==> src/hdl/host_pkg.sv <==
`default_nettype none

package host_pkg;

  // dma read length in words, carried on the host address bus
  typedef logic [31:0] xfer_len_t;

  // one-hot target select
  typedef logic [2:0] target_sel_t;

  // bit positions inside target_sel_t
  localparam int SEL_PER = 0;
  localparam int SEL_MEM = 1;
  localparam int SEL_DMA = 2;

endpackage

`default_nettype wire

==> src/hdl/ppfifo_pkg.sv <==
`default_nettype none

package ppfifo_pkg;

  // one word of a ping-pong buffer
  typedef logic [31:0] word_t;

  // capacity of a single ping-pong buffer in words
  typedef logic [23:0] fifo_size_t;

  // write side ready/activate, one bit per buffer
  typedef logic [1:0] buf_sel_t;

  localparam buf_sel_t NO_BUF = '0;

  // read side sequence of the bridge
  typedef enum logic [1:0] {
    IDLE,
    GRAB,
    STREAM,
    RELEASE
  } bridge_state_t;

endpackage

`default_nettype wire

==> src/hdl/ppfifo_bridge.sv <==
`default_nettype none

module ppfifo_bridge (
  input  wire                          clk,
  input  wire                          rst,

  // read side, this block is the consumer
  input  wire                          i_rd_rdy,
  output logic                         o_rd_act,
  input  wire  ppfifo_pkg::fifo_size_t i_rd_size,
  output logic                         o_rd_stb,
  input  wire  ppfifo_pkg::word_t      i_rd_data,

  // write side, this block is the producer
  input  wire  ppfifo_pkg::buf_sel_t   i_wr_rdy,
  output ppfifo_pkg::buf_sel_t         o_wr_act,
  input  wire  ppfifo_pkg::fifo_size_t i_wr_size,
  output logic                         o_wr_stb,
  output ppfifo_pkg::word_t            o_wr_data,

  output logic                         o_idle
);

  ppfifo_pkg::bridge_state_t state;

  ppfifo_pkg::fifo_size_t rd_size;
  ppfifo_pkg::fifo_size_t rd_count;
  ppfifo_pkg::fifo_size_t wr_size;
  ppfifo_pkg::fifo_size_t wr_count;

  logic wr_held;
  logic wr_want;
  logic move;
  logic rd_last;
  logic wr_last;

  assign wr_held = (o_wr_act != ppfifo_pkg::NO_BUF);

  // a word moves only while both buffers are held
  assign move = (state == ppfifo_pkg::STREAM) && wr_held;

  assign rd_last = move && (rd_count == rd_size - 24'd1);

  // write buffer full, or an empty one was handed over
  assign wr_last = wr_held &&
                   ((wr_size == '0) || (move && (wr_count == wr_size - 24'd1)));

  // only take a write buffer while there is read data to fill it
  assign wr_want = !wr_held && (i_wr_rdy != ppfifo_pkg::NO_BUF) &&
                   ((state == ppfifo_pkg::GRAB) || (state == ppfifo_pkg::STREAM));

  assign o_rd_stb  = move;
  assign o_wr_stb  = move;
  assign o_wr_data = i_rd_data;
  assign o_idle    = !o_rd_act && !wr_held;

  // read side
  always_ff @(posedge clk) begin
    if (rst) begin
      state    <= ppfifo_pkg::IDLE;
      o_rd_act <= 1'b0;
      rd_count <= '0;
    end else begin
      case (state)
        ppfifo_pkg::IDLE: begin
          if (i_rd_rdy) begin
            o_rd_act <= 1'b1;
            state    <= ppfifo_pkg::GRAB;
          end
        end
        ppfifo_pkg::GRAB: begin
          rd_count <= '0;
          // nothing to move in an empty buffer
          if (i_rd_size == '0) begin
            state <= ppfifo_pkg::RELEASE;
          end else begin
            state <= ppfifo_pkg::STREAM;
          end
        end
        ppfifo_pkg::STREAM: begin
          if (move) begin
            rd_count <= rd_count + 24'd1;
          end
          if (rd_last) begin
            state <= ppfifo_pkg::RELEASE;
          end
        end
        default: begin
          o_rd_act <= 1'b0;
          state    <= ppfifo_pkg::IDLE;
        end
      endcase
    end
  end

  always_ff @(posedge clk) begin
    if (state == ppfifo_pkg::GRAB) begin
      rd_size <= i_rd_size;
    end
  end

  // write side, lowest ready buffer first
  always_ff @(posedge clk) begin
    if (rst) begin
      o_wr_act <= ppfifo_pkg::NO_BUF;
      wr_count <= '0;
    end else if (wr_want) begin
      o_wr_act <= i_wr_rdy[0] ? 2'b01 : 2'b10;
      wr_count <= '0;
    end else if (wr_last || (wr_held && (state == ppfifo_pkg::RELEASE))) begin
      // full, or the read buffer ran out so hand over a partial one
      o_wr_act <= ppfifo_pkg::NO_BUF;
    end else if (move) begin
      wr_count <= wr_count + 24'd1;
    end
  end

  always_ff @(posedge clk) begin
    if (wr_want) begin
      wr_size <= i_wr_size;
    end
  end

endmodule

`default_nettype wire

==> src/hdl/target_router.sv <==
`default_nettype none

module target_router (
  input  wire  host_pkg::target_sel_t  i_sel,
  input  wire                          i_write_flg,
  input  wire                          i_read_flg,

  // host links
  input  wire                          i_pcie_ingress_rdy,
  input  wire  ppfifo_pkg::fifo_size_t i_pcie_ingress_size,
  input  wire  ppfifo_pkg::word_t      i_pcie_ingress_data,
  output logic                         o_pcie_ingress_act,
  output logic                         o_pcie_ingress_stb,
  input  wire  ppfifo_pkg::buf_sel_t   i_pcie_egress_rdy,
  input  wire  ppfifo_pkg::fifo_size_t i_pcie_egress_size,
  output ppfifo_pkg::buf_sel_t         o_pcie_egress_act,
  output logic                         o_pcie_egress_stb,
  output ppfifo_pkg::word_t            o_pcie_egress_data,

  // peripheral links
  output logic                         o_per_ing_rdy,
  output ppfifo_pkg::fifo_size_t       o_per_ing_size,
  output ppfifo_pkg::word_t            o_per_ing_data,
  input  wire                          i_per_ing_act,
  input  wire                          i_per_ing_stb,
  output ppfifo_pkg::buf_sel_t         o_per_egr_rdy,
  output ppfifo_pkg::fifo_size_t       o_per_egr_size,
  input  wire  ppfifo_pkg::buf_sel_t   i_per_egr_act,
  input  wire                          i_per_egr_stb,
  input  wire  ppfifo_pkg::word_t      i_per_egr_data,

  // memory links, facing the bridges
  output logic                         o_mem_ing_rdy,
  output ppfifo_pkg::fifo_size_t       o_mem_ing_size,
  output ppfifo_pkg::word_t            o_mem_ing_data,
  input  wire                          i_mem_ing_act,
  input  wire                          i_mem_ing_stb,
  output ppfifo_pkg::buf_sel_t         o_mem_egr_rdy,
  output ppfifo_pkg::fifo_size_t       o_mem_egr_size,
  input  wire  ppfifo_pkg::buf_sel_t   i_mem_egr_act,
  input  wire                          i_mem_egr_stb,
  input  wire  ppfifo_pkg::word_t      i_mem_egr_data,

  // dma links
  output logic                         o_idma_rdy,
  output ppfifo_pkg::fifo_size_t       o_idma_size,
  output ppfifo_pkg::word_t            o_idma_data,
  input  wire                          i_idma_act,
  input  wire                          i_idma_stb,
  output ppfifo_pkg::buf_sel_t         o_odma_rdy,
  output ppfifo_pkg::fifo_size_t       o_odma_size,
  input  wire  ppfifo_pkg::buf_sel_t   i_odma_act,
  input  wire                          i_odma_stb,
  input  wire  ppfifo_pkg::word_t      i_odma_data,

  // finished flags
  input  wire                          i_per_wr_fin,
  input  wire                          i_per_rd_fin,
  input  wire                          i_mem_fin,
  input  wire                          i_mem_rd_idle,
  input  wire                          i_ingress_idle,
  input  wire                          i_dma_rd_fin,
  output logic                         o_dma_rd_en,
  output logic                         o_write_fin,
  output logic                         o_read_fin
);

  logic wr_per;
  logic wr_mem;
  logic wr_dma;
  logic rd_per;
  logic rd_mem;
  logic rd_dma;

  assign wr_per = i_sel[host_pkg::SEL_PER] & i_write_flg;
  assign wr_mem = i_sel[host_pkg::SEL_MEM] & i_write_flg;
  assign wr_dma = i_sel[host_pkg::SEL_DMA] & i_write_flg;
  assign rd_per = i_sel[host_pkg::SEL_PER] & i_read_flg;
  assign rd_mem = i_sel[host_pkg::SEL_MEM] & i_read_flg;
  assign rd_dma = i_sel[host_pkg::SEL_DMA] & i_read_flg;

  assign o_dma_rd_en = rd_dma;

  // host ingress fans out, unselected targets see zeros
  assign o_per_ing_rdy  = wr_per & i_pcie_ingress_rdy;
  assign o_per_ing_size = wr_per ? i_pcie_ingress_size : '0;
  assign o_per_ing_data = wr_per ? i_pcie_ingress_data : '0;
  assign o_mem_ing_rdy  = wr_mem & i_pcie_ingress_rdy;
  assign o_mem_ing_size = wr_mem ? i_pcie_ingress_size : '0;
  assign o_mem_ing_data = wr_mem ? i_pcie_ingress_data : '0;
  assign o_idma_rdy     = wr_dma & i_pcie_ingress_rdy;
  assign o_idma_size    = wr_dma ? i_pcie_ingress_size : '0;
  assign o_idma_data    = wr_dma ? i_pcie_ingress_data : '0;

  // host egress buffers are offered to the selected source only
  assign o_per_egr_rdy  = rd_per ? i_pcie_egress_rdy : ppfifo_pkg::NO_BUF;
  assign o_per_egr_size = rd_per ? i_pcie_egress_size : '0;
  assign o_mem_egr_rdy  = rd_mem ? i_pcie_egress_rdy : ppfifo_pkg::NO_BUF;
  assign o_mem_egr_size = rd_mem ? i_pcie_egress_size : '0;
  assign o_odma_rdy     = rd_dma ? i_pcie_egress_rdy : ppfifo_pkg::NO_BUF;
  assign o_odma_size    = rd_dma ? i_pcie_egress_size : '0;

  // return paths, peripheral wins if more than one select is set
  always_comb begin
    o_pcie_ingress_act = 1'b0;
    o_pcie_ingress_stb = 1'b0;
    o_write_fin        = 1'b0;
    if (wr_per) begin
      o_pcie_ingress_act = i_per_ing_act;
      o_pcie_ingress_stb = i_per_ing_stb;
      o_write_fin        = i_per_wr_fin;
    end else if (wr_mem) begin
      o_pcie_ingress_act = i_mem_ing_act;
      o_pcie_ingress_stb = i_mem_ing_stb;
      o_write_fin        = i_mem_fin;
    end else if (wr_dma) begin
      o_pcie_ingress_act = i_idma_act;
      o_pcie_ingress_stb = i_idma_stb;
      o_write_fin        = i_ingress_idle;
    end
  end

  always_comb begin
    o_pcie_egress_act  = ppfifo_pkg::NO_BUF;
    o_pcie_egress_stb  = 1'b0;
    o_pcie_egress_data = '0;
    o_read_fin         = 1'b0;
    if (rd_per) begin
      o_pcie_egress_act  = i_per_egr_act;
      o_pcie_egress_stb  = i_per_egr_stb;
      o_pcie_egress_data = i_per_egr_data;
      o_read_fin         = i_per_rd_fin;
    end else if (rd_mem) begin
      o_pcie_egress_act  = i_mem_egr_act;
      o_pcie_egress_stb  = i_mem_egr_stb;
      o_pcie_egress_data = i_mem_egr_data;
      // memory done and the egress bridge has let go of both buffers
      o_read_fin         = i_mem_fin & i_mem_rd_idle;
    end else if (rd_dma) begin
      o_pcie_egress_act  = i_odma_act;
      o_pcie_egress_stb  = i_odma_stb;
      o_pcie_egress_data = i_odma_data;
      o_read_fin         = i_dma_rd_fin;
    end
  end

endmodule

`default_nettype wire

==> src/hdl/dma_read_tracker.sv <==
`default_nettype none

module dma_read_tracker (
  input  wire                     clk,
  input  wire                     rst,
  input  wire                     i_en,
  input  wire  host_pkg::xfer_len_t i_len,
  input  wire                     i_stb,
  output logic                    o_fin
);

  host_pkg::xfer_len_t count;
  host_pkg::xfer_len_t count_next;

  // stop counting once the length is reached
  always_comb begin
    count_next = count;
    if (i_stb && (count < i_len)) begin
      count_next = count + 32'd1;
    end
  end

  always_ff @(posedge clk) begin
    if (rst) begin
      count <= '0;
      o_fin <= 1'b0;
    end else if (!i_en) begin
      // read over or deselected
      count <= '0;
      o_fin <= 1'b0;
    end else begin
      count <= count_next;
      o_fin <= (count_next >= i_len);
    end
  end

endmodule

`default_nettype wire

==> src/hdl/pcie_host_router.sv <==
`default_nettype none

module pcie_host_router (
  input  wire                          clk,
  input  wire                          rst,

  // transfer control
  input  wire                          i_pcie_per_fifo_sel,
  input  wire                          i_pcie_mem_fifo_sel,
  input  wire                          i_pcie_dma_fifo_sel,
  input  wire                          i_pcie_data_write_flg,
  input  wire                          i_pcie_data_read_flg,
  input  wire  host_pkg::xfer_len_t    i_pcie_data_address,

  // host links
  input  wire                          i_pcie_ingress_rdy,
  output logic                         o_pcie_ingress_act,
  input  wire  ppfifo_pkg::fifo_size_t i_pcie_ingress_size,
  output logic                         o_pcie_ingress_stb,
  input  wire  ppfifo_pkg::word_t      i_pcie_ingress_data,
  input  wire                          i_pcie_ingress_fifo_idle,
  input  wire  ppfifo_pkg::buf_sel_t   i_pcie_egress_rdy,
  output ppfifo_pkg::buf_sel_t         o_pcie_egress_act,
  input  wire  ppfifo_pkg::fifo_size_t i_pcie_egress_size,
  output logic                         o_pcie_egress_stb,
  output ppfifo_pkg::word_t            o_pcie_egress_data,

  // peripheral
  output logic                         o_per_ing_rdy,
  output ppfifo_pkg::fifo_size_t       o_per_ing_size,
  output ppfifo_pkg::word_t            o_per_ing_data,
  input  wire                          i_per_ing_act,
  input  wire                          i_per_ing_stb,
  output ppfifo_pkg::buf_sel_t         o_per_egr_rdy,
  output ppfifo_pkg::fifo_size_t       o_per_egr_size,
  input  wire  ppfifo_pkg::buf_sel_t   i_per_egr_act,
  input  wire                          i_per_egr_stb,
  input  wire  ppfifo_pkg::word_t      i_per_egr_data,
  input  wire                          i_per_wr_fin,
  input  wire                          i_per_rd_fin,

  // dma
  output logic                         o_idma_rdy,
  output ppfifo_pkg::fifo_size_t       o_idma_size,
  output ppfifo_pkg::word_t            o_idma_data,
  input  wire                          i_idma_act,
  input  wire                          i_idma_stb,
  output ppfifo_pkg::buf_sel_t         o_odma_rdy,
  output ppfifo_pkg::fifo_size_t       o_odma_size,
  input  wire  ppfifo_pkg::buf_sel_t   i_odma_act,
  input  wire                          i_odma_stb,
  input  wire  ppfifo_pkg::word_t      i_odma_data,

  // external memory side
  input  wire  ppfifo_pkg::buf_sel_t   i_mem_wr_rdy,
  output ppfifo_pkg::buf_sel_t         o_mem_wr_act,
  input  wire  ppfifo_pkg::fifo_size_t i_mem_wr_size,
  output logic                         o_mem_wr_stb,
  output ppfifo_pkg::word_t            o_mem_wr_data,
  input  wire                          i_mem_rd_rdy,
  output logic                         o_mem_rd_act,
  input  wire  ppfifo_pkg::fifo_size_t i_mem_rd_size,
  output logic                         o_mem_rd_stb,
  input  wire  ppfifo_pkg::word_t      i_mem_rd_data,
  input  wire                          i_mem_fin,

  output logic                         o_pcie_write_fin,
  output logic                         o_pcie_read_fin
);

  host_pkg::target_sel_t  sel;

  // router to memory bridges
  logic                   mem_ing_rdy;
  ppfifo_pkg::fifo_size_t mem_ing_size;
  ppfifo_pkg::word_t      mem_ing_data;
  logic                   mem_ing_act;
  logic                   mem_ing_stb;
  ppfifo_pkg::buf_sel_t   mem_egr_rdy;
  ppfifo_pkg::fifo_size_t mem_egr_size;
  ppfifo_pkg::buf_sel_t   mem_egr_act;
  logic                   mem_egr_stb;
  ppfifo_pkg::word_t      mem_egr_data;

  logic mem_rd_idle;
  logic dma_rd_en;
  logic dma_rd_fin;

  assign sel[host_pkg::SEL_PER] = i_pcie_per_fifo_sel;
  assign sel[host_pkg::SEL_MEM] = i_pcie_mem_fifo_sel;
  assign sel[host_pkg::SEL_DMA] = i_pcie_dma_fifo_sel;

  // host, peripheral and dma ports share names with the router
  target_router u_router (
    .i_sel          (sel),
    .i_write_flg    (i_pcie_data_write_flg),
    .i_read_flg     (i_pcie_data_read_flg),
    .o_mem_ing_rdy  (mem_ing_rdy),
    .o_mem_ing_size (mem_ing_size),
    .o_mem_ing_data (mem_ing_data),
    .i_mem_ing_act  (mem_ing_act),
    .i_mem_ing_stb  (mem_ing_stb),
    .o_mem_egr_rdy  (mem_egr_rdy),
    .o_mem_egr_size (mem_egr_size),
    .i_mem_egr_act  (mem_egr_act),
    .i_mem_egr_stb  (mem_egr_stb),
    .i_mem_egr_data (mem_egr_data),
    .i_mem_rd_idle  (mem_rd_idle),
    .i_ingress_idle (i_pcie_ingress_fifo_idle),
    .i_dma_rd_fin   (dma_rd_fin),
    .o_dma_rd_en    (dma_rd_en),
    .o_write_fin    (o_pcie_write_fin),
    .o_read_fin     (o_pcie_read_fin),
    .*
  );

  // host ingress into external memory
  ppfifo_bridge u_mem_in (
    .clk       (clk),
    .rst       (rst),
    .i_rd_rdy  (mem_ing_rdy),
    .o_rd_act  (mem_ing_act),
    .i_rd_size (mem_ing_size),
    .o_rd_stb  (mem_ing_stb),
    .i_rd_data (mem_ing_data),
    .i_wr_rdy  (i_mem_wr_rdy),
    .o_wr_act  (o_mem_wr_act),
    .i_wr_size (i_mem_wr_size),
    .o_wr_stb  (o_mem_wr_stb),
    .o_wr_data (o_mem_wr_data),
    .o_idle    ()
  );

  // external memory out to host egress
  ppfifo_bridge u_mem_out (
    .clk       (clk),
    .rst       (rst),
    .i_rd_rdy  (i_mem_rd_rdy),
    .o_rd_act  (o_mem_rd_act),
    .i_rd_size (i_mem_rd_size),
    .o_rd_stb  (o_mem_rd_stb),
    .i_rd_data (i_mem_rd_data),
    .i_wr_rdy  (mem_egr_rdy),
    .o_wr_act  (mem_egr_act),
    .i_wr_size (mem_egr_size),
    .o_wr_stb  (mem_egr_stb),
    .o_wr_data (mem_egr_data),
    .o_idle    (mem_rd_idle)
  );

  dma_read_tracker u_dma_trk (
    .clk   (clk),
    .rst   (rst),
    .i_en  (dma_rd_en),
    .i_len (i_pcie_data_address),
    .i_stb (i_odma_stb),
    .o_fin (dma_rd_fin)
  );

endmodule

`default_nettype wire

==> config.mk <==
export PLATFORM = sky130hd
export DESIGN_NAME = pcie_host_router
export DESIGN_NICKNAME = d
export VERILOG_FILES = /design/src/hdl/host_pkg.sv /design/src/hdl/ppfifo_pkg.sv /design/src/hdl/ppfifo_bridge.sv /design/src/hdl/target_router.sv /design/src/hdl/dma_read_tracker.sv /design/src/hdl/pcie_host_router.sv
export SDC_FILE = /design/constraint.sdc
export NUM_CORES = 1
export LEC_CHECK = 0
export BUFFER_PORTS_ARGS = -buffer_cell sky130_fd_sc_hd__buf_2
export CAP_MARGIN = 15
export CORE_MARGIN = 1.5
export CORE_UTILIZATION = 27
export CTS_CLUSTER_DIAMETER = 40
export DETAILED_ROUTE_END_ITERATION = 7
export HOLD_SLACK_MARGIN = 0.1
export SLEW_MARGIN = 20
export SYNTH_ARGS = -nofsm -noshare
export SYNTH_HDL_FRONTEND = slang
export SYNTH_SLANG_ARGS = --single-unit
==> constraint.sdc <==
create_clock -name clk -period 5.75 [get_ports clk]
set_input_delay 1.15 -clock clk [delete_from_list [all_inputs] [get_ports clk]]
set_output_delay 1.15 -clock clk [all_outputs]
set_load 0.02 [all_outputs]
==> results of run 1 <==
-- layout by cell type, fill, tap and decap left out, types with 66 or more instances in the layout --
cell and instances:
xnor2_1 101, and3_1 276, nor3_1 67, nand2_1 143, edfxtp_1 96, nand3_1 66
nor2_1 188, a21oi_1 96, ha_1 80, dfxtp_1 139, buf_2 523, inv_1 73
xor2_1 96
-- layer usage --
layer	up-vias	global-route usage	wire, µm
met4	10	0.1039	3415
met3	124	0.03421	4461
li1	8523	-	-
met2	620	0.3296	31100
met1	8333	0.2646	29470
met5	-	0	63
-- per-stage QoR --
step                cell area [µm²]  total power [mW]  hold WS [ns]
floorplan                     16980             2.994        0.4621
global placement              20430             3.526        0.4793
detailed placement            20430             3.527        0.4968
CTS                           22140             6.490        0.5030
global route                  22150             6.730        0.5133
finish                        22150             6.419        0.5035
-- sequential cells by signal (all words and copies together) (netlist names), 2 cells and up --
signal              cells
u_mem_out.state         2
u_mem_in.wr_size       24
u_mem_out.o_wr_act      2
u_mem_in.wr_count      24
u_mem_in.o_wr_act       2
u_mem_out.rd_count     24
u_mem_in.rd_count      24
u_mem_in.rd_size       24
u_dma_trk.count        32
u_mem_out.wr_count     24
u_mem_out.wr_size      24
u_mem_out.rd_size      24
u_mem_in.state          2
-- cell families (layout without fill, tap and decap cells) --
logic type / after synthesis / after routing / share of synthesized area
DFF: 235 / 235 / 0.3336
muxes: 32 / 32 / 0.01952
and+or+nand+nor: 1016 / 1016 / 0.3245
adders and majority gates: 80 / 80 / 0.05894
other: 0 / 1 / 0
AOI/OAI and AO/OA: 309 / 309 / 0.1168
buffers and inverters: 193 / 719 / 0.04376
xor gates and xnor gates: 198 / 198 / 0.1029
-- synthesized netlist by cell type (67+ instances only) --
| library cell | count |
|---|---|
| and3_1 | 276 |
| nor2_1 | 190 |
| nand2_1 | 144 |
| dfxtp_1 | 139 |
| clkbuf_1 | 114 |
| xnor2_1 | 101 |
| a21oi_1 | 96 |
| edfxtp_1 | 96 |
| xor2_1 | 96 |
| ha_1 | 80 |
| inv_1 | 73 |
| nor3_1 | 67 |
-- worst max-delay path by stage --
stage	start	to	slack, ns
6_report	i_pcie_data_address[9]	u_dma_trk.o_fin	0.82
3_3_place_gp	i_pcie_data_address[9]	u_dma_trk.o_fin	0.37
3_5_place_dp	i_pcie_data_address[9]	u_dma_trk.o_fin	0.29
5_1_grt	i_pcie_data_address[25]	u_dma_trk.o_fin	0.54
4_1_cts	i_pcie_data_address[9]	u_dma_trk.o_fin	0.90
2_1_floorplan	i_pcie_data_address[1]	u_dma_trk.o_fin	0.64
-- worst reg2reg max path, cell delays in order (launching register included) --
cell	delay, ns
dfxtp_1	0.42
ha_1	0.29
a21o_1	0.16
a21oi_1	0.14
o21bai_1	0.08
a21oi_1	0.14
o221ai_1	0.37
or3_1	0.72
nor3_1	0.34
xor2_1	0.13
ha_1	0.31
nand2_1	0.07
or4_1	0.56
or4_1	0.45
a21oi_1	0.14
a221oi_1	0.06
o21ai_0	0.11
-- cell type report --
type | instances | area, µm² | area share
antenna | 1 | 2.502 | 0.0001130
multi-input combinational | 1635 | 10600 | 0.4786
sequential | 235 | 5665 | 0.2558
clock inverter | 35 | 362.8 | 0.01638
inverter | 73 | 274.0 | 0.01237
tap | 837 | 1047 | 0.04728
clock buffer | 59 | 1349 | 0.06089
timing repair buffer | 552 | 2848 | 0.1286
-- power by group --
group / total [mW] / internal (mW) / switching, mW
Combinational: 1.36 / 0.494 / 0.864
Clock: 2.91 / 1.95 / 0.965
Sequential: 2.15 / 1.96 / 0.192
==> summary.md, run 1 <==
| Metric | Value |
|---|---|
| RSZ-0062 raised after global routing | `false` |
| Area contributors post-synth | `edfxtp_1, dfxtp_1, and3_1, ha_1, xnor2_1` |
| #FFs+latches synth | `~240` |
| Initial antenna violation count | `9` |
| CTS Sinks | `about 240` |
| R2R Setup Slk | `1.17 ns` |
| Non-filler cells, final | `3,427` |
| VDD IR max | `0.1918 mV` |
| Critical Path Slowest Stage Cell | `or4_1` |
| Post-Syn Nets | `around 2,400` |
| Fill count | `around 6,500` |
| Layout net count | `approximately 2,900` |
| Hold Path Class | `register to register` |
| Cells on worst reg2reg path | `16` |
| Setup crit end kind | `register` |
| HPWL Detailed | `between 50,000 and 60,000 µm` |
| Die area | `~64,000 µm²` |
| Area growth syn-to-layout | `30.42%` |
| Period Utilization, post-route | `0.8570` |
| Worst r2r dst | `u_dma_trk.o_fin` |
| Leakage power total | `roughly 10 nW` |
| Remaining Overflow, GRT | `0` |
| Post-synth top area share | `0.1697` |
| Ys async rst share | `0` |
| Routed len/inst | `approximately 20 µm` |
| Hold Crit Start | `u_mem_in.wr_count[1]` |
| Family with the most delay on the worst path | `simple AND/OR/NAND/NOR gates` |
| Warnings, synthesis | `0` |
| Required time worst endpoint | `around 6.2 ns` |
| 1st-pass router iterations | `8` |
| Final routed DRC violation total | `0` |
| Area leader, netlist | `edfxtp_1` |
| Cts repair resizes | `0` |
| Worst Slack Setup Final | `approximately 0.8 ns` |
| Post-Route Setup TNS | `0 ns` |
| CP Depth | `21` |
| Io pins | `between 500 and 600` |
| Skew final | `about 0.021 ns` |
| Setup Crit Path Kind | `primary input to register` |
| Routability cong. | `between 0.9 and 1` |
| Share of layout cells above drive strength 1 | `0.2619` |
| Post-CTS setup buffer count | `0` |
| Pin count of the biggest net entering global routing | `around 150` |
| Top cell by count, worst path | `o21ai_0` |
| Final antenna-violating net count | `0` |
| Setup-failing EPs final | `0` |
| Cell Pwr Density | `~290 nW/µm²` |
| Max clock buf depth | `3` |
| Slew @ Worst Pin | `1.059 ns` |
| Critical Path Fanout Max | `19` |
| Clock Root Buffer | `clkbuf_16` |
| H-tree depth | `2` |
| Total track usage | `0.2052` |
| Max Clock Freq | `between 200 and 250 MHz` |
| Top_reg_cell synth | `dfxtp_1` |
| Post-Syn Area per Cell | `~8 µm²` |
| Max transition margin | `0.2937` |
| Cell Area, Synth | `between 15,000 and 20,000 µm²` |
| Vias in the first global route | `~16,000` |
| Starting Density | `0.2742` |
| Placed Cells | `approximately 3,300` |
| Post-synthesis cell count | `around 2,100` |
| DRT Wirelength | `roughly 69,000 µm` |
| Part of the Yosys area used for sequential elements | `0.3336` |
| WP data arrival | `approximately 5.4 ns` |
| Final design utilization | `0.3576` |
| Final Max Tran Viols | `0` |
| CP startpoint kind | `primary input` |
| Buffers on Ports | `~520` |
| Hold-critical path depth | `2` |
| Core Area | `~62,000 µm²` |
| First DRT Iteration DRCs | `1,303` |
| Final hold vios | `0` |
| Core Rows | `91` |
| Worst Path Buf+Inv | `4` |
| Die W | `253.8 µm` |
| R2r startpoint | `u_dma_trk.count[25]` |
| Clock Pin Slew Worst Setup and Hold Paths | `approximately 0.050 ns` |
| Later-pin clock latency in the skew report | `~0.57 ns` |
| Die Y | `about 250 µm` |
| Hold path endpoint | `u_mem_in.wr_count[1]` |
| Netlist cell types | `74` |
| Max incr delay on CP | `about 0.56 ns` |
| Vias/cell | `5.139` |
| CP cell instances | `buf_2 -> inv_1 -> ha_1 -> a21o_1 -> a21oi_1 -> o21ai_0 -> a221oi_1 -> o21ai_0 -> a31o_2 -> buf_4 -> nor4_1 -> buf_4 -> nand4_1 -> xnor2_1 -> ha_1 -> nand2_1 -> or4_1 -> or4_1 -> a21oi_1 -> a221oi_1 -> o21ai_0` |
| Outcome | `finished, final reports clean` |
| Routed vias | `17,610` |
| MaxCap Viol Count | `0` |
| # hold bufs at CTS | `0` |
| Dpl ws | `about 0.3 ns` |
| EDFF count, synth | `96` |
| CTS tree | `done` |
| Fin crit period | `4.928 ns` |
| TritonCTS buffer count | `51` |
| First-pass GRT wire length | `about 100,000 µm` |
Power figures use the tool's default switching activity.
==> run 2: changes to the inputs <==
CAP_MARGIN = 40   (was 15)
CELL_PAD_IN_SITES_DETAIL_PLACEMENT = 1   (was default)
CELL_PAD_IN_SITES_GLOBAL_PLACEMENT = 1   (was default)
CTS_BUF_LIST = sky130_fd_sc_hd__clkbuf_2   (was default)
PLACE_DENSITY_LB_ADDON = 0.1   (was default)
==> run 2 against run 1 <==
Effect of this change: clock power down 53%; via count grew 1.5%; wire length grew 7.3%; critical path depth decreased by 2; register-to-register slack worse by 0.03 ns; sequential power barely moved; sequential share of layout area is 1.1 points higher; combinational power is essentially flat; critical path type is now register to register.
==> summary.md, run 2 (same netlist as run 1, synthesis figures left out) <==
| Metric | Value |
|---|---|
| Die Y | `253.8 µm (unchanged)` |
| Worst Slack Setup Final | `1.138 ns (+0.3155 ns)` |
| Period Utilization, post-route | `0.8021 (-0.05487)` |
| Hold_ws | `0.3126 ns (-0.1909 ns)` |
| Setup Crit Path Kind | `register to register` |
| MaxCap Viol Count | `0 (unchanged)` |
| CTS tree | `done` |
| Pin count of the biggest net entering global routing | `107 (-28%)` |
| Remaining Overflow, GRT | `0 (unchanged)` |
| Worst Path Buf+Inv | `2 (-2)` |
| Die W | `253.8 µm (unchanged)` |
| RSZ-0062 raised after global routing | `false` |
| Cts repair resizes | `0 (unchanged)` |
| Family with the most delay on the worst path | `compound AO/OA/AOI/OAI gates` |
| Routability cong. | `0.8757 (-2.9%)` |
| Total power | `4.907 mW (-24%)` |
| Most common cell after layout, fill and taps aside | `buf_2` |
| Post-CTS setup buffer count | `0 (unchanged)` |
| Final Max Tran Viols | `0 (unchanged)` |
| Initial antenna violation count | `9 (unchanged)` |
| Core Rows | `91 (unchanged)` |
| Share of layout cells above drive strength 1 | `0.2735 (+0.01161)` |
| Core Area | `61,940 µm² (unchanged)` |
| First DRT Iteration DRCs | `872 (-33%)` |
| Clock Pin Slew Worst Setup and Hold Paths | `0.09 ns (+0.04 ns)` |
| Dpl ws | `0.1978 ns (-0.09527 ns)` |
| Top cell by count, worst path | `o21ai_0` |
| Top reg by flops | `u_dma_trk.count` |
| HPWL Detailed | `59,380 µm (+8.9%)` |
| Later-pin clock latency in the skew report | `1.02 ns (+0.45 ns)` |
| Hold Path Class | `primary input to register` |
| Vias/cell | `5.129 (-0.18%)` |
| Final routed DRC violation total | `0 (unchanged)` |
| Setup crit end kind | `register` |
| TritonCTS buffer count | `75 (+47%)` |
| Final hold vios | `0 (unchanged)` |
| Starting Density | `0.2742 (unchanged)` |
| Required time worst endpoint | `6.64 ns (+0.42 ns)` |
| Fin crit period | `4.612 ns (-0.3155 ns)` |
| Slew @ Worst Pin | `0.9018 ns (-0.1577 ns)` |
| Setup-failing EPs final | `0 (unchanged)` |
| Fill count | `7,674 (+17%)` |
| Buffers on Ports | `524 (unchanged)` |
| Post-Route Setup TNS | `0 ns (unchanged)` |
| Max clock buf depth | `3 (unchanged)` |
| Commonest cells after routing, fill and taps aside | `buf_2, and3_1, nor2_1` |
| Routed len/inst | `21.10 µm (+5.5%)` |
| VDD IR max | `0.08151 mV (-58%)` |
| Outcome | `finished, final reports clean` |
| Final antenna-violating net count | `0 (unchanged)` |
| Die area | `64,420 µm² (unchanged)` |
| 1st-pass router iterations | `5 (-3)` |
| First-pass GRT wire length | `108,600 µm (+8.7%)` |
| Total track usage | `0.2213 (+0.01609)` |
| Routed vias | `17,870 (+1.5%)` |
| Max Clock Freq | `216.8 MHz (+6.8%)` |
| Vias in the first global route | `18,474 (+16%)` |
| CP cell instances | `ha_1 -> a21o_1 -> a21oi_1 -> o21ai_0 -> a221oi_1 -> o21ai_0 -> a31o_2 -> buf_4 -> nor4_1 -> buf_4 -> nand4_1 -> xnor2_1 -> ha_1 -> nand2_1 -> or4_1 -> or4_1 -> a21oi_1 -> a221oi_1 -> o21ai_0` |
| CTS Sinks | `235 (unchanged)` |
| Max transition margin | `0.3933 (+0.09961)` |
| Critical Path Fanout Max | `19 (unchanged)` |
| Critical Path Slowest Stage Cell | `or4_1` |
| H-tree depth | `3 (+1)` |
| Cell Pwr Density | `231.2 nW/µm² (-20%)` |
| Layout net count | `2,944 (+1.1%)` |
| Leakage power total | `10.09 nW (-2.6%)` |
| CP startpoint kind | `register` |
| R2R Setup Slk | `1.14 ns (-0.03 ns)` |
| DRT Wirelength | `73,500 µm (+7.3%)` |
| Max incr delay on CP | `0.51 ns (-0.05 ns)` |
| Skew final | `0.09604 ns (+0.07539 ns)` |
| Io pins | `525 (unchanged)` |
| Max FFs per register | `32 (unchanged)` |
| Clock Root Buffer | `clkbuf_2` |
| WP data arrival | `5.50 ns (+0.10 ns)` |
| Area growth syn-to-layout | `24.98%` |
[run 2: routing by layer]
layer / up-vias / global-route usage / share of wire
li1: 8608 / - / -
met3: 127 / 0.05285 / 0.063
met5: - / 0 / 0.00033
met1: 8602 / 0.2599 / 0.42
met4: 4 / 0.09881 / 0.037
met2: 529 / 0.3806 / 0.48
[run 2: where the power goes]
part           total, mW  leakage (nW)  switching [mW]  internal, mW
logic               1.39          7.55           0.887         0.501
registers           2.14          2.01           0.193          1.95
clock network       1.38         0.527           0.832         0.544
total               4.91          10.1            1.91          3.00
[run 2: final timing paths]
kind                           from                      to  depth (start not counted)
max reg2reg      u_dma_trk.count[9]         u_dma_trk.o_fin                         19
max              u_dma_trk.count[9]         u_dma_trk.o_fin                         19
min reg2reg  u_mem_out.wr_count[23]  u_mem_out.wr_count[23]                          2
min               i_mem_wr_size[15]    u_mem_in.wr_size[15]                          1
[run 2: repair_timing]
action | 4_1_cts | 5_1_grt
endpoints found under the setup margin | 0 | 0
hold endpoints to repair | 2 | 0
hold buffers | 2 | 0
[run 2: final cells by class]
cell class,instances,area (µm²),share of cell area
Inverter,73,274.0,0.01291
Timing Repair Buffer,561,2935,0.1383
Tap cell,837,1047,0.04934
Clock inverter,32,162.7,0.007663
Antenna cell,7,17.52,0.0008252
Sequential cell,235,5665,0.2669
Multi-Input combinational cell,1635,10600,0.4996
Clock buffer,104,520.5,0.02452
[run 2: stage by stage]
step | util | cell area (µm²) | cells
6_report | 0.3427 | 21230 | 3484
5_1_grt | 0.3425 | 21210 | 3478
4_1_cts | 0.3420 | 21180 | 3476
3_5_place_dp | 0.3306 | 20480 | 3338
3_3_place_gp | 0.3296 | 20420 | 3331
2_1_floorplan | - | 16980 | 2063
==> run 3: changes to the inputs <==
ABC_AREA = 1   (was default)
clock period = 4.4 ns   (was 5.75 ns; I/O delays follow)
==> run 3 against run 2 <==
Effect of this change: clock power is 43% higher; count of clock-buffer cells in the layout grew 7; worst setup slack got worse by 0.62 ns; sequential share of layout area shrank 3.0 points; clock skew is 0.031 ns lower; die area is 9.8% higher; critical path depth is 1 higher; synthesized cell count rose by 37%.
==> summary.md, run 3 <==
| Metric | Value |
|---|---|
| Outcome | `finished, final reports clean` |
| Top cell by count, worst path | `nand2_1` |
| Warnings, synthesis | `0 (unchanged)` |
| Max transition margin | `0.5249 (+0.1316)` |
| Post-synth top area share | `0.1544 (-0.01536)` |
| Remaining Overflow, GRT | `0 (unchanged)` |
| Post-synthesis cell count | `2,834 (+37%)` |
| Fill count | `8,939 (+16%)` |
| Hold Path Class | `primary input to register` |
| Io pins | `525 (unchanged)` |
| Largest family of logic cells by synthesized area | `simple AND/OR/NAND/NOR gates` |
| Final routed DRC violation total | `0 (unchanged)` |
| Clock Pin Slew Worst Setup and Hold Paths | `0.08 ns (about the same)` |
| Fin crit period | `3.878 ns (-0.7343 ns)` |
| Die Y | `266.0 µm (+4.8%)` |
| Period Utilization, post-route | `0.8813 (+0.07921)` |
| H-tree depth | `3 (unchanged)` |
| Setup crit end kind | `register` |
| Total track usage | `0.2152 (-0.006097)` |
| Die area | `70,750 µm² (+9.8%)` |
| Post-Synth Simple-Gate Area | `0.3739 (+0.04935)` |
| Area contributors post-synth | `edfxtp_1, dfxtp_1, nand2_1, nor2_1, inv_1` |
| Post-CTS setup buffer count | `0 (unchanged)` |
| Mux cell area share after synthesis | `0 (-0.01952)` |
| First-pass GRT wire length | `120,700 µm (+11%)` |
| Later-pin clock latency in the skew report | `1.06 ns (+0.04 ns)` |
| Synth Area in XOR/XNOR | `0.07484 (-0.02808)` |
| VDD IR max | `0.1903 mV (+130%)` |
| WP data arrival | `4.89 ns (-0.61 ns)` |
| DRT Wirelength | `77,580 µm (+5.5%)` |
| Buffers on Ports | `524 (unchanged)` |
| Layout net count | `3,821 (+30%)` |
| Routed vias | `21,163 (+18%)` |
| Post-Syn Nets | `3,197 (+32%)` |
| Synth Area in Compound Gates | `0.09112 (-0.02565)` |
| Max incr delay on CP | `0.49 ns (-0.02 ns)` |
| Slew @ Worst Pin | `0.7061 ns (-0.1957 ns)` |
| Cell Pwr Density | `303.7 nW/µm² (+31%)` |
| Top cells by count, synth | `nand2_1, nor2_1, inv_1` |
| 1st-pass router iterations | `5 (unchanged)` |
| Setup-failing EPs final | `0 (unchanged)` |
| MaxCap Viol Count | `0 (unchanged)` |
| Die W | `266.0 µm (+4.8%)` |
| CP cell instances | `nand2_1 -> nor2_1 -> nand3_1 -> nor2_1 -> nand4_1 -> nor3_1 -> xor2_1 -> nand4_1 -> nand2_1 -> inv_1 -> ha_1 -> nand2_1 -> inv_1 -> nand3_1 -> nor3_2 -> nor4b_4 -> nand4_1 -> nand3_1 -> nand2_1 -> inv_1` |
| RSZ-0062 raised after global routing | `false` |
| Initial antenna violation count | `3 (-6)` |
| EDFF count, synth | `96 (unchanged)` |
| Final design utilization | `0.3499 (+0.007154)` |
| Routed len/inst | `17.61 µm (-17%)` |
| CP startpoint kind | `register` |
| Family with the most delay on the worst path | `simple AND/OR/NAND/NOR gates` |
| Cell Area, Synth | `18,670 µm² (+10%)` |
| Total power | `7.275 mW (+48%)` |
| Leakage power total | `11.48 nW (+14%)` |
| Max Clock Freq | `257.9 MHz (+19%)` |
| Final hold vios | `0 (unchanged)` |
| CTS Sinks | `235 (unchanged)` |
| First DRT Iteration DRCs | `914 (+4.8%)` |
| Clock Root Buffer | `clkbuf_2` |
| Setup Crit Path Kind | `register to register` |
| Max FFs per register | `32 (unchanged)` |
| Area leader, netlist | `edfxtp_1` |
| Final Max Tran Viols | `0 (unchanged)` |
| Area growth syn-to-layout | `28.27%` |
| #FFs+latches synth | `235 (unchanged)` |
| Critical Path Slowest Stage Cell | `dfxtp_1` |
| Top_reg_cell synth | `dfxtp_1` |
| Routability cong. | `0.8663 (-1.1%)` |
| Worst Path Buf+Inv | `3 (+1)` |
| Share of layout cells above drive strength 1 | `0.2228 (-0.05069)` |
| CTS tree | `done` |
| HPWL Detailed | `62,550 µm (+5.3%)` |
| Final antenna-violating net count | `0 (unchanged)` |
| Netlist cell types | `57 (-23%)` |
| Most common cell after layout, fill and taps aside | `nand2_1` |
| Part of the Yosys area used for sequential elements | `0.3034 (-0.03020)` |
| Post-Route Setup TNS | `0 ns (unchanged)` |
| Count leader, synth | `nand2_1` |
| Max clock buf depth | `3 (unchanged)` |
| Starting Density | `0.2728 (-0.001448)` |
| Core Rows | `96 (+5.5%)` |
| Required time worst endpoint | `5.41 ns (-1.23 ns)` |
| Core Area | `68,470 µm² (+11%)` |
| Top reg by flops | `u_dma_trk.count` |
| Ys async rst share | `0 (unchanged)` |
| Vias in the first global route | `22,182 (+20%)` |
| Skew final | `0.06499 ns (-0.03106 ns)` |
| Vias/cell | `4.803 (-6.4%)` |
| TritonCTS buffer count | `78 (+4.0%)` |
| Adder-Cell Fraction of Synth Area | `0.05360 (-0.005335)` |
| Pin count of the biggest net entering global routing | `58 (-46%)` |
| Critical Path Fanout Max | `5 (-14)` |
| Post-Syn Area per Cell | `6.589 µm² (-20%)` |
| Commonest cells after routing, fill and taps aside | `nand2_1, nor2_1, buf_2` |
## run 3: cell count changes after synthesis, sizes merged, moves of 20 or more
cell,change
and3,-276
mux2i,-23
xnor2,-68
xor2,+20
or4,-25
nor2,+367
and2,-26
nand2,+477
nand3,+92
nand4,+87
inv,+324
clkbuf,-43
or3,-43
a21oi,+38
## run 3: cell type report
cell class                 count  area, µm²  area share
clock inverter                30      202.7    0.008462
sequential                   235       5665      0.2365
timing repair buffer         639       3761      0.1570
multi-input combinational   2102      11140      0.4652
tap                          882       1104     0.04607
clock buffer                 111      555.5     0.02319
antenna                        5      12.51   0.0005224
inverter                     402       1509     0.06300
## run 3: worst paths after layout
kind                     startpoint                      to  slack, ns  cells past startpoint
max              u_dma_trk.count[6]         u_dma_trk.o_fin       0.52                     20
min           i_pcie_egress_size[4]    u_mem_out.wr_size[4]       0.25                      3
max reg2reg      u_dma_trk.count[6]         u_dma_trk.o_fin       0.52                     20
min reg2reg  u_mem_out.wr_count[22]  u_mem_out.wr_count[22]       0.50                      2
## run 3: worst min-delay path: stages
cell    delay [ns]
buf_2         0.08
inv_1         0.07
nor2_1        0.13
## run 3: per-stage QoR
stage          std cells  cell area [µm²]  hold slack [ns]  setup slack [ns]
3_3_place_gp        4175            22270           0.4555          -0.05892
3_5_place_dp        4178            22340           0.4770           -0.2131
2_1_floorplan       2834            18680           0.4432            0.7173
5_1_grt             4405            23950           0.1043            0.1328
6_report            4406            23950           0.2542            0.5223
4_1_cts             4400            23910           0.1022            0.2097
## run 3: per-layer routing
| metal | GRT usage | up-vias | wire, µm |
|---|---|---|---|
| met4 | 0.05559 | 2 | 1526 |
| met2 | 0.3619 | 473 | 36470 |
| met1 | 0.2812 | 10083 | 35950 |
| met3 | 0.04122 | 104 | 3620 |
| met5 | 0 | - | 11 |
| li1 | - | 10501 | - |
## run 3: kinds of logic after synthesis
logic type	Yosys count
xor gates and xnor gates	153
DFF	235
AOI/OAI and AO/OA	285
adders and majority gates	80
buffers and inverters	497
and+or+nand+nor	1584
## run 3: report_power, final
part / internal, mW / leakage, nW / switching (mW)
clock network: 0.861 / 0.565 / 1.12
registers: 2.61 / 2.02 / 0.298
logic: 0.816 / 8.89 / 1.57
total: 4.29 / 11.5 / 2.98
## run 3: what timing repair did
action / CTS / global route
endpoints found under the hold margin: 82 / 0
resized for setup: 0 / 3
hold buffers: 81 / 0
endpoints found under the setup margin: 0 / 1
